$ cat src/rtl/smem_settings.svh
`ifndef SMEM_SETTINGS_SVH
`define SMEM_SETTINGS_SVH

// ------------------------------
// widths
// ------------------------------
`define SMEM_CL          512 // load word and output line
`define SMEM_READ_NUM_W  10  // batch size is one bit wider
`define SMEM_MAX_BASES   101
`define SMEM_POS_W       7   // base position or length
`define SMEM_IDX_W       32  // index position, count, address

`define SMEM_FIFO_DEPTH  4

// ------------------------------
// field positions in load words and output lines
// ------------------------------
`define SMEM_NUM_LSB     0
`define SMEM_LEN_LSB     10
`define SMEM_BASE_LSB    32  // read words only, base 0 first
`define SMEM_K_LSB       32  // output lines only
`define SMEM_L_LSB       64

`endif

$ cat src/rtl/smem_pkg.sv
`default_nettype none

`include "smem_settings.svh"

package smem_pkg;

	// 0..3 stand for A, C, G, T
	typedef logic [1:0] smem_base_t;

	// one read as it sits in the read FIFO
	typedef struct packed {
		logic [`SMEM_READ_NUM_W-1:0] num;
		logic [`SMEM_POS_W-1:0] len;
		smem_base_t [`SMEM_MAX_BASES-1:0] bases; // base 0 in the low bits
	} smem_read_t;

	// half-open suffix interval, empty when l <= k
	typedef struct packed {
		logic [`SMEM_IDX_W-1:0] k;
		logic [`SMEM_IDX_W-1:0] l;
	} smem_intv_t;

	typedef struct packed {
		logic [`SMEM_READ_NUM_W-1:0] num;
		logic [`SMEM_POS_W-1:0] len; // bases matched
		smem_intv_t intv;
	} smem_result_t;

	// same bit order as the parameter word, l2[0] at bit 0
	typedef struct packed {
		logic [`SMEM_IDX_W-1:0] seq_len;
		logic [3:0][`SMEM_IDX_W-1:0] l2;
	} smem_params_t;

endpackage

`default_nettype wire

$ cat src/rtl/smem_fifo.sv
`timescale 1ns/1ps
`default_nettype none

module smem_fifo #(
	parameter type payload_t = logic [7:0],
	parameter int DEPTH = 4
) (
	input  logic     Clk_32UI,
	input  logic     rst_n_i,
	input  logic     push_i,
	input  payload_t data_i,
	output logic     full_o,
	input  logic     pop_i,
	output payload_t data_o,
	output logic     empty_o
);
	localparam int PTR_W = (DEPTH > 1) ? $clog2(DEPTH) : 1;
	localparam int CNT_W = $clog2(DEPTH + 1);

	payload_t mem [DEPTH];
	logic [PTR_W-1:0] wr_ptr_q;
	logic [PTR_W-1:0] rd_ptr_q;
	logic [CNT_W-1:0] count_q;

	function automatic logic [PTR_W-1:0] ptr_inc(input logic [PTR_W-1:0] ptr);
		return (ptr == PTR_W'(DEPTH - 1)) ? '0 : ptr + 1'b1;
	endfunction

	assign full_o  = (count_q == CNT_W'(DEPTH));
	assign empty_o = (count_q == '0);
	assign data_o  = mem[rd_ptr_q]; // head is visible before the pop

	always_ff @(posedge Clk_32UI) begin
		if (push_i) begin
			mem[wr_ptr_q] <= data_i;
		end
	end

	always_ff @(posedge Clk_32UI or negedge rst_n_i) begin
		if (!rst_n_i) begin
			wr_ptr_q <= '0;
			rd_ptr_q <= '0;
			count_q  <= '0;
		end else begin
			if (push_i)
				wr_ptr_q <= ptr_inc(wr_ptr_q);
			if (pop_i)
				rd_ptr_q <= ptr_inc(rd_ptr_q);
			case ({push_i, pop_i})
				2'b10:   count_q <= count_q + 1'b1;
				2'b01:   count_q <= count_q - 1'b1;
				default: count_q <= count_q;
			endcase
		end
	end

	// both neighbours must respect the flags
	assert property (@(posedge Clk_32UI) disable iff (!rst_n_i)
		!(push_i && full_o) && !(pop_i && empty_o))
		else $error("smem_fifo: push when full or pop when empty");

endmodule

`default_nettype wire

$ cat src/rtl/read_loader.sv
`timescale 1ns/1ps
`default_nettype none

`include "smem_settings.svh"

module read_loader (
	input  logic                       Clk_32UI,
	input  logic                       rst_n_i,
	input  logic                       load_valid_i,
	input  logic [`SMEM_CL-1:0]        load_data_i,
	input  logic [`SMEM_READ_NUM_W:0]  batch_size_i,
	input  logic                       fifo_full_i,
	output logic                       load_ready_o,
	output logic                       load_done_o,
	output smem_pkg::smem_params_t     params_o,
	output logic                       read_push_o,
	output smem_pkg::smem_read_t       read_o
);
	logic have_params_q; // word 0 already taken
	logic [`SMEM_READ_NUM_W:0] read_cnt_q;
	logic [`SMEM_READ_NUM_W:0] read_cnt_nxt;
	logic take;

	// a read still waiting in read_o counts as a FIFO slot
	assign load_ready_o = !load_done_o && !fifo_full_i && !read_push_o;
	assign take         = load_valid_i && load_ready_o;
	assign read_cnt_nxt = read_cnt_q + 1'b1;

	// ------------------------------
	// word count and done flag
	// ------------------------------
	always_ff @(posedge Clk_32UI or negedge rst_n_i) begin
		if (!rst_n_i) begin
			have_params_q <= 1'b0;
			read_cnt_q    <= '0;
			read_push_o   <= 1'b0;
			load_done_o   <= 1'b0;
		end else begin
			read_push_o <= take && have_params_q; // push one cycle after the take
			if (take) begin
				if (!have_params_q) begin
					have_params_q <= 1'b1;
					load_done_o   <= (batch_size_i == '0); // empty batch
				end else begin
					read_cnt_q  <= read_cnt_nxt;
					load_done_o <= (read_cnt_nxt == batch_size_i);
				end
			end
		end
	end

	// ------------------------------
	// unpacking
	// ------------------------------
	always_ff @(posedge Clk_32UI) begin
		if (take && !have_params_q) begin
			params_o <= load_data_i[$bits(smem_pkg::smem_params_t)-1:0];
		end
		if (take && have_params_q) begin
			read_o.num   <= load_data_i[`SMEM_NUM_LSB +: `SMEM_READ_NUM_W];
			read_o.len   <= load_data_i[`SMEM_LEN_LSB +: `SMEM_POS_W];
			read_o.bases <= load_data_i[`SMEM_BASE_LSB +: 2*`SMEM_MAX_BASES];
		end
	end

	// the push that follows a read word never lands on a full FIFO
	assert property (@(posedge Clk_32UI) disable iff (!rst_n_i)
		take && have_params_q |=> !fifo_full_i)
		else $error("read_loader: read word taken without room in the read FIFO");

endmodule

`default_nettype wire

$ cat src/rtl/fm_extend.sv
`timescale 1ns/1ps
`default_nettype none

`include "smem_settings.svh"

module fm_extend (
	input  logic                          Clk_32UI,
	input  logic                          rst_n_i,
	input  smem_pkg::smem_params_t        params_i,
	input  logic                          read_empty_i,
	input  smem_pkg::smem_read_t          read_i,
	input  logic                          result_full_i,
	input  logic                          mem_ack_i,
	input  logic [`SMEM_IDX_W-1:0]        occ_k_i,
	input  logic [`SMEM_IDX_W-1:0]        occ_l_i,
	output logic                          read_pop_o,
	output logic                          mem_req_o,
	output smem_pkg::smem_base_t          mem_base_o,
	output logic [`SMEM_IDX_W-1:0]        mem_addr_k_o,
	output logic [`SMEM_IDX_W-1:0]        mem_addr_l_o,
	output logic [`SMEM_READ_NUM_W-1:0]   mem_read_num_o,
	output logic                          result_push_o,
	output smem_pkg::smem_result_t        result_o
);
	typedef enum logic [2:0] {
		S_IDLE,
		S_REQ,       // req high, waiting for ack
		S_WAIT_DROP, // req low, waiting for ack to fall
		S_UPDATE,
		S_PUSH
	} state_t;

	state_t state_q;
	smem_pkg::smem_read_t read_q;
	smem_pkg::smem_intv_t intv_q;
	smem_pkg::smem_intv_t intv_nxt;
	smem_pkg::smem_base_t base_c;
	logic [`SMEM_POS_W-1:0] pos_q;
	logic [`SMEM_POS_W-1:0] mlen_q;
	logic [`SMEM_IDX_W-1:0] occ_k_q;
	logic [`SMEM_IDX_W-1:0] occ_l_q;
	logic [`SMEM_IDX_W-1:0] l2_c;
	logic intv_empty;
	logic last_base;

	// ------------------------------
	// interval update for the current base
	// ------------------------------
	assign base_c     = read_q.bases[pos_q];
	assign l2_c       = params_i.l2[base_c];
	assign intv_nxt   = '{k: l2_c + occ_k_q, l: l2_c + occ_l_q};
	assign intv_empty = (intv_nxt.l <= intv_nxt.k);
	assign last_base  = (pos_q == read_q.len - 1'b1);

	assign read_pop_o     = (state_q == S_IDLE) && !read_empty_i;
	assign mem_req_o      = (state_q == S_REQ);
	assign mem_base_o     = base_c;
	assign mem_addr_k_o   = intv_q.k;
	assign mem_addr_l_o   = intv_q.l;
	assign mem_read_num_o = read_q.num;
	assign result_push_o  = (state_q == S_PUSH) && !result_full_i;
	assign result_o       = '{num: read_q.num, len: mlen_q, intv: intv_q};

	always_ff @(posedge Clk_32UI or negedge rst_n_i) begin
		if (!rst_n_i) begin
			state_q <= S_IDLE;
		end else begin
			case (state_q)
				S_IDLE: begin
					if (!read_empty_i)
						state_q <= (read_i.len == '0) ? S_PUSH : S_REQ; // zero length skips memory
				end
				S_REQ: begin
					if (mem_ack_i)
						state_q <= S_WAIT_DROP;
				end
				S_WAIT_DROP: begin
					if (!mem_ack_i)
						state_q <= S_UPDATE;
				end
				S_UPDATE: state_q <= (intv_empty || last_base) ? S_PUSH : S_REQ;
				S_PUSH: begin
					if (!result_full_i)
						state_q <= S_IDLE;
				end
				default: state_q <= S_IDLE;
			endcase
		end
	end

	always_ff @(posedge Clk_32UI) begin
		case (state_q)
			S_IDLE: begin
				if (!read_empty_i) begin
					read_q <= read_i;
					intv_q <= '{k: '0, l: params_i.seq_len}; // whole index
					pos_q  <= '0;
					mlen_q <= '0;
				end
			end
			S_REQ: begin
				if (mem_ack_i) begin
					occ_k_q <= occ_k_i;
					occ_l_q <= occ_l_i;
				end
			end
			S_UPDATE: begin
				if (!intv_empty) begin
					intv_q <= intv_nxt; // keep the last non-empty one
					mlen_q <= mlen_q + 1'b1;
				end
				pos_q <= pos_q + 1'b1;
			end
			default: ;
		endcase
	end

	// request lines hold until the responder acks
	assert property (@(posedge Clk_32UI) disable iff (!rst_n_i)
		mem_req_o && !mem_ack_i |=>
			$stable({mem_base_o, mem_addr_k_o, mem_addr_l_o, mem_read_num_o}))
		else $error("fm_extend: request changed before ack");

	assert property (@(posedge Clk_32UI) disable iff (!rst_n_i)
		$rose(mem_req_o) |-> !mem_ack_i)
		else $error("fm_extend: new request while ack still high");

endmodule

`default_nettype wire

$ cat src/rtl/result_writer.sv
`timescale 1ns/1ps
`default_nettype none

`include "smem_settings.svh"

module result_writer (
	input  logic                       Clk_32UI,
	input  logic                       rst_n_i,
	input  logic [`SMEM_READ_NUM_W:0]  batch_size_i,
	input  logic                       result_empty_i,
	input  smem_pkg::smem_result_t     result_i,
	input  logic                       output_permit_i,
	output logic                       result_pop_o,
	output logic                       output_request_o,
	output logic [`SMEM_CL-1:0]        output_data_o,
	output logic                       output_valid_o,
	output logic                       output_finish_o
);
	logic burst_q; // draining the FIFO after a permit
	logic [`SMEM_READ_NUM_W:0] sent_q;
	logic [`SMEM_READ_NUM_W:0] sent_nxt;
	logic [`SMEM_CL-1:0] line;

	assign output_request_o = !result_empty_i && !burst_q;
	assign result_pop_o     = burst_q && !result_empty_i;
	assign sent_nxt         = sent_q + 1'b1;

	// line layout with zeros outside the fields
	always_comb begin
		line = '0;
		line[`SMEM_NUM_LSB +: `SMEM_READ_NUM_W] = result_i.num;
		line[`SMEM_LEN_LSB +: `SMEM_POS_W]      = result_i.len;
		line[`SMEM_K_LSB +: `SMEM_IDX_W]        = result_i.intv.k;
		line[`SMEM_L_LSB +: `SMEM_IDX_W]        = result_i.intv.l;
	end

	// ------------------------------
	// burst control
	// ------------------------------
	always_ff @(posedge Clk_32UI or negedge rst_n_i) begin
		if (!rst_n_i) begin
			burst_q         <= 1'b0;
			sent_q          <= '0;
			output_valid_o  <= 1'b0;
			output_finish_o <= 1'b0;
		end else begin
			output_valid_o  <= result_pop_o;
			output_finish_o <= result_pop_o && (sent_nxt == batch_size_i); // last of the batch
			if (result_pop_o)
				sent_q <= sent_nxt;
			if (output_request_o && output_permit_i)
				burst_q <= 1'b1;
			else if (burst_q && result_empty_i)
				burst_q <= 1'b0; // drained
		end
	end

	always_ff @(posedge Clk_32UI) begin
		if (result_pop_o)
			output_data_o <= line;
	end

	// lines only come from a permitted burst
	assert property (@(posedge Clk_32UI) disable iff (!rst_n_i)
		output_valid_o |-> $past(burst_q))
		else $error("result_writer: line outside a permitted burst");

endmodule

`default_nettype wire

$ cat src/rtl/smem_top.sv
`timescale 1ns/1ps
`default_nettype none

`include "smem_settings.svh"

module smem_top (
	input  logic                          Clk_32UI,
	input  logic                          rst_n_i,
	// load port
	input  logic                          load_valid_i,
	input  logic [`SMEM_CL-1:0]           load_data_i,
	input  logic [`SMEM_READ_NUM_W:0]     batch_size_i,
	output logic                          load_ready_o,
	output logic                          load_done_o,
	// memory port
	output logic                          mem_req_o,
	output smem_pkg::smem_base_t          mem_base_o,
	output logic [`SMEM_IDX_W-1:0]        mem_addr_k_o,
	output logic [`SMEM_IDX_W-1:0]        mem_addr_l_o,
	output logic [`SMEM_READ_NUM_W-1:0]   mem_read_num_o,
	input  logic                          mem_ack_i,
	input  logic [`SMEM_IDX_W-1:0]        occ_k_i,
	input  logic [`SMEM_IDX_W-1:0]        occ_l_i,
	// output port
	output logic                          output_request_o,
	input  logic                          output_permit_i,
	output logic [`SMEM_CL-1:0]           output_data_o,
	output logic                          output_valid_o,
	output logic                          output_finish_o
);
	smem_pkg::smem_params_t params;
	smem_pkg::smem_read_t read_in, read_head;
	smem_pkg::smem_result_t result_in, result_head;
	logic read_push, read_full, read_pop, read_empty;
	logic result_push, result_full, result_pop, result_empty;

	read_loader u_loader (
		.Clk_32UI(Clk_32UI), .rst_n_i(rst_n_i),
		.load_valid_i(load_valid_i), .load_data_i(load_data_i),
		.batch_size_i(batch_size_i), .fifo_full_i(read_full),
		.load_ready_o(load_ready_o), .load_done_o(load_done_o),
		.params_o(params), .read_push_o(read_push), .read_o(read_in)
	);

	smem_fifo #(.payload_t(smem_pkg::smem_read_t), .DEPTH(`SMEM_FIFO_DEPTH)) u_read_fifo (
		.Clk_32UI(Clk_32UI), .rst_n_i(rst_n_i),
		.push_i(read_push), .data_i(read_in), .full_o(read_full),
		.pop_i(read_pop), .data_o(read_head), .empty_o(read_empty)
	);

	fm_extend u_extend (
		.Clk_32UI(Clk_32UI), .rst_n_i(rst_n_i), .params_i(params),
		.read_empty_i(read_empty), .read_i(read_head), .result_full_i(result_full),
		.mem_ack_i(mem_ack_i), .occ_k_i(occ_k_i), .occ_l_i(occ_l_i),
		.read_pop_o(read_pop), .mem_req_o(mem_req_o), .mem_base_o(mem_base_o),
		.mem_addr_k_o(mem_addr_k_o), .mem_addr_l_o(mem_addr_l_o),
		.mem_read_num_o(mem_read_num_o),
		.result_push_o(result_push), .result_o(result_in)
	);

	smem_fifo #(.payload_t(smem_pkg::smem_result_t), .DEPTH(`SMEM_FIFO_DEPTH)) u_result_fifo (
		.Clk_32UI(Clk_32UI), .rst_n_i(rst_n_i),
		.push_i(result_push), .data_i(result_in), .full_o(result_full),
		.pop_i(result_pop), .data_o(result_head), .empty_o(result_empty)
	);

	result_writer u_writer (
		.Clk_32UI(Clk_32UI), .rst_n_i(rst_n_i), .batch_size_i(batch_size_i),
		.result_empty_i(result_empty), .result_i(result_head),
		.output_permit_i(output_permit_i), .result_pop_o(result_pop),
		.output_request_o(output_request_o), .output_data_o(output_data_o),
		.output_valid_o(output_valid_o), .output_finish_o(output_finish_o)
	);

endmodule

`default_nettype wire

$ cat config.mk
export PLATFORM = sky130hd
export DESIGN_NAME = smem_top
export DESIGN_NICKNAME = d
export VERILOG_FILES = /design/src/rtl/smem_pkg.sv /design/src/rtl/smem_fifo.sv /design/src/rtl/read_loader.sv /design/src/rtl/fm_extend.sv /design/src/rtl/result_writer.sv /design/src/rtl/smem_top.sv
export VERILOG_INCLUDE_DIRS = /design/src /design/src/rtl
export SDC_FILE = /design/constraint.sdc
export NUM_CORES = 2
export LEC_CHECK = 0
export BUFFER_PORTS_ARGS = -buffer_cell sky130_fd_sc_hd__buf_4
export CORE_MARGIN = 2
export CORE_UTILIZATION = 30
export CTS_CLUSTER_DIAMETER = 40
export DETAILED_ROUTE_END_ITERATION = 10
export PLACE_DENSITY = 0.49
export SLEW_MARGIN = 20
export SYNTH_ARGS = -nofsm -noshare
export SYNTH_HDL_FRONTEND = slang
export SYNTH_SLANG_ARGS = --single-unit
$ cat constraint.sdc
create_clock -name Clk_32UI -period 12 [get_ports Clk_32UI]
set_input_delay 2.4 -clock Clk_32UI [delete_from_list [all_inputs] [get_ports Clk_32UI]]
set_output_delay 2.4 -clock Clk_32UI [all_outputs]
set_load 0.1 [all_outputs]
==> results.cfg <==
[run_status]
outcome = finished clean

[synth]
syn_area_per_cell_um2 = 19.4
synth_top_area_share_pct = 74.6
synth-edff-count = 2021
ys_seq_area_share_pct = 76.0
yosysTopAreaCell = edfxtp_1
yosys_most_used_dff = edfxtp_1
ys_ff_latch = 2066
syn-cell-area_um2 = 81300
synth.area.top_cells = edfxtp_1 75%, mux4_2 9.9%, buf_4 4.7%
synth_cells = 4187
ys_types = 67
yosysWarnings = 0
async_reset_ff_share_pct = 2.18

[run]
cap_viol_max_count = 0

[finish]
area_growth_pct = 21.8
nNetsFinal = 5566
layout_commonest_cell = edfxtp_1
fillCellCount = 25000
final_cell_mix = 2,021 x edfxtp_1, 521 x buf_4, 431 x conb_1, 356 x mux4_2, 342 x clkbuf_16
fin_util_pct = 36.7
drive_above_1_share_pct = 28.9

[clocking]
cts_buffer_depth = 4
numCtsBuffers = 338
cts_tree = done
clk_pin_slew_ps = 60
clockRootBuffer = clkbuf_16
post_cts_resized = 0
cts_max_level = 5
clock_latency_ps = 890
ctsHoldBuffers = 0
cts_setup_buffers = 0
clock_sinks = 2066

[floorplanning]
fp-row-count = 191
io_pins = 1186
dieArea_um2 = 275000
die_h_um = 525
coreArea_um2 = 270000
die_w_um = 525
start_util_pct = 30.1

[critical_path]
cpLargestDelayFamily = compound AO/OA/AOI/OAI gates
crit_fanout = 64
worstSetupEndpointType = register
crit_top_cell = a21o_1
cp.required_ps = 12590
crit_buf_inv = 3
critPathLaunchType = register
max_stage_delay_ps = 730
path_class = reg -> reg
crit_slowest_cell = a31oi_1
worstPathArrival_ps = 10710

[route]
top_layer = met5
vias_per_cell = 4.47
num_vias = 39000
met2_length_mm = 101
drt-wirelength-per-cell_um = 24.5
wl_met1_mm = 92.0
dr.pass1.iters = 5
wl_met3_mm = 14.1
drt_iter0_markers = 3035
drtAntennaViolNets = 0
drc = 0
finalWirelength_mm = 214

[sta]
hold_viol_final = 0
fmax_mhz = 98.8
finClkSkew_ps = 56.6
finalMaxSlewViolations = 0
relSlewSlack_pct = 24.8
final.min_clock_period_ps = 10120
rsz0062_at_grt = no
fin_setup_tns_ps = 0
fin_crit_sh_pct = 84.4
finalSetupViolations = 0
tightest_slew_ps = 1120

[grt]
grt_usage_pct = 15.1
grt_pass1_vias = 39700
grt_max_degree = 126
overflow = 0
grt_pass1_wl_mm = 298
antenna_found_initial = 102

[min_path]
hp-class = reg -> reg

[place]
port_buffers = 476
gp_congestion = 0.804
post-dp-hpwl_mm = 139
kinds of logic (layout without fill, tap and decap cells):
| logic type | after synthesis | after routing | share of synthesized area (%) |
|---|---|---|---|
| AO/OA/AOI/OAI | 257 | 257 | 2.04 |
| XOR/XNOR | 139 | 139 | 1.50 |
| adder cells (fa/ha/maj) | 114 | 114 | 1.79 |
| buffers and inverters | 667 | 1197 | 5.46 |
| flip-flops | 2066 | 2066 | 76.0 |
| multiplexers | 384 | 384 | 10.2 |
| other | 1 | 446 | 0.00461 |
| AND/OR/NAND/NOR | 559 | 559 | 2.99 |
through the flow:
stage	std cells	setup WS (ps)	hold WS, ps	area (um2)
floorplan	4617	752	449	83000
global placement	8089	1730	467	87300
detailed placement	8090	1660	478	87400
CTS	8717	1620	488	99000
global route	8724	1200	500	99100
finish	8732	1880	486	99100
layer usage:
layer / global-route usage (%) / up-vias
met3: 4.12 / 447
met4: 4.24 / 76
met2: 24.2 / 1292
met5: 0 / -
li1: - / 17000
met1: 20.1 / 20200
path summary, 6_finish.rpt:
kind	start	cells past startpoint	slack (ps)	to
setup / recovery	u_extend.pos_q[0]$_SDFFCE_PN0P_	31	1880	u_extend.mem_addr_l_o[27]$_DFFE_PP_
hold / removal	u_loader.read_o[182]$_DFFE_PP_	0	490	u_read_fifo.mem[1][182]$_DFFE_PP_
setup reg to reg	u_extend.pos_q[0]$_SDFFCE_PN0P_	31	1880	u_extend.mem_addr_l_o[27]$_DFFE_PP_
hold reg to reg	u_loader.read_o[182]$_DFFE_PP_	0	490	u_read_fifo.mem[1][182]$_DFFE_PP_
max in group asynchronous	rst_n_i	1	9880	u_result_fifo.rd_ptr_q[0]$_DFFE_PN0P_
min in group asynchronous	rst_n_i	1	1590	u_writer.sent_q[10]$_DFFE_PN0P_
cell type report:
class                           count  area, um2  area share (%)
Multi-Input combinational cell   1884      16800            16.9
Clock inverter                    253       2970            3.00
Clock buffer                      374       8710            8.79
Inverter                           37        154           0.155
Tap cell                         3570       4470            4.51
Antenna cell                       15       37.5          0.0379
Timing Repair Buffer              533       4150            4.19
Sequential cell                  2066      61800            62.4
synthesized netlist by cell type, types with 4 or more instances:
| library cell | count |
|---|---|
| mux4_2 | 356 |
| fa_1 | 4 |
| or3_1 | 7 |
| and3_1 | 17 |
| buf_4 | 509 |
| nand3_1 | 26 |
| nor2_1 | 118 |
| clkbuf_1 | 71 |
| nand2_1 | 295 |
| dfrtp_1 | 45 |
| inv_1 | 36 |
| edfxtp_1 | 2021 |
| a31oi_1 | 38 |
| ha_1 | 110 |
| o21ai_0 | 43 |
| buf_2 | 6 |
| o21bai_1 | 13 |
| nor3_1 | 17 |
| nand4_1 | 15 |
| mux2i_1 | 13 |
| nand2b_1 | 9 |
| nor2b_1 | 15 |
| xor2_1 | 49 |
| a21o_1 | 47 |
| o21a_1 | 4 |
| a211oi_1 | 10 |
| a211o_1 | 4 |
| or2_2 | 6 |
| buf_1 | 41 |
| xnor2_1 | 90 |
| nor4_1 | 7 |
| a21oi_1 | 63 |
| and2_1 | 17 |
| mux2_2 | 14 |
registers in the layout (all words and copies together) (netlist names), 81 cells and up:
register / count
u_extend.read_q: 209
u_loader.params_o: 160
u_loader.read_o: 219
u_read_fifo.mem: 876
u_result_fifo.mem: 324
u_writer.output_data_o: 81
Power is not shown: default switching activity piles up to over one toggle a cycle in this logic, so the estimate is an artifact.
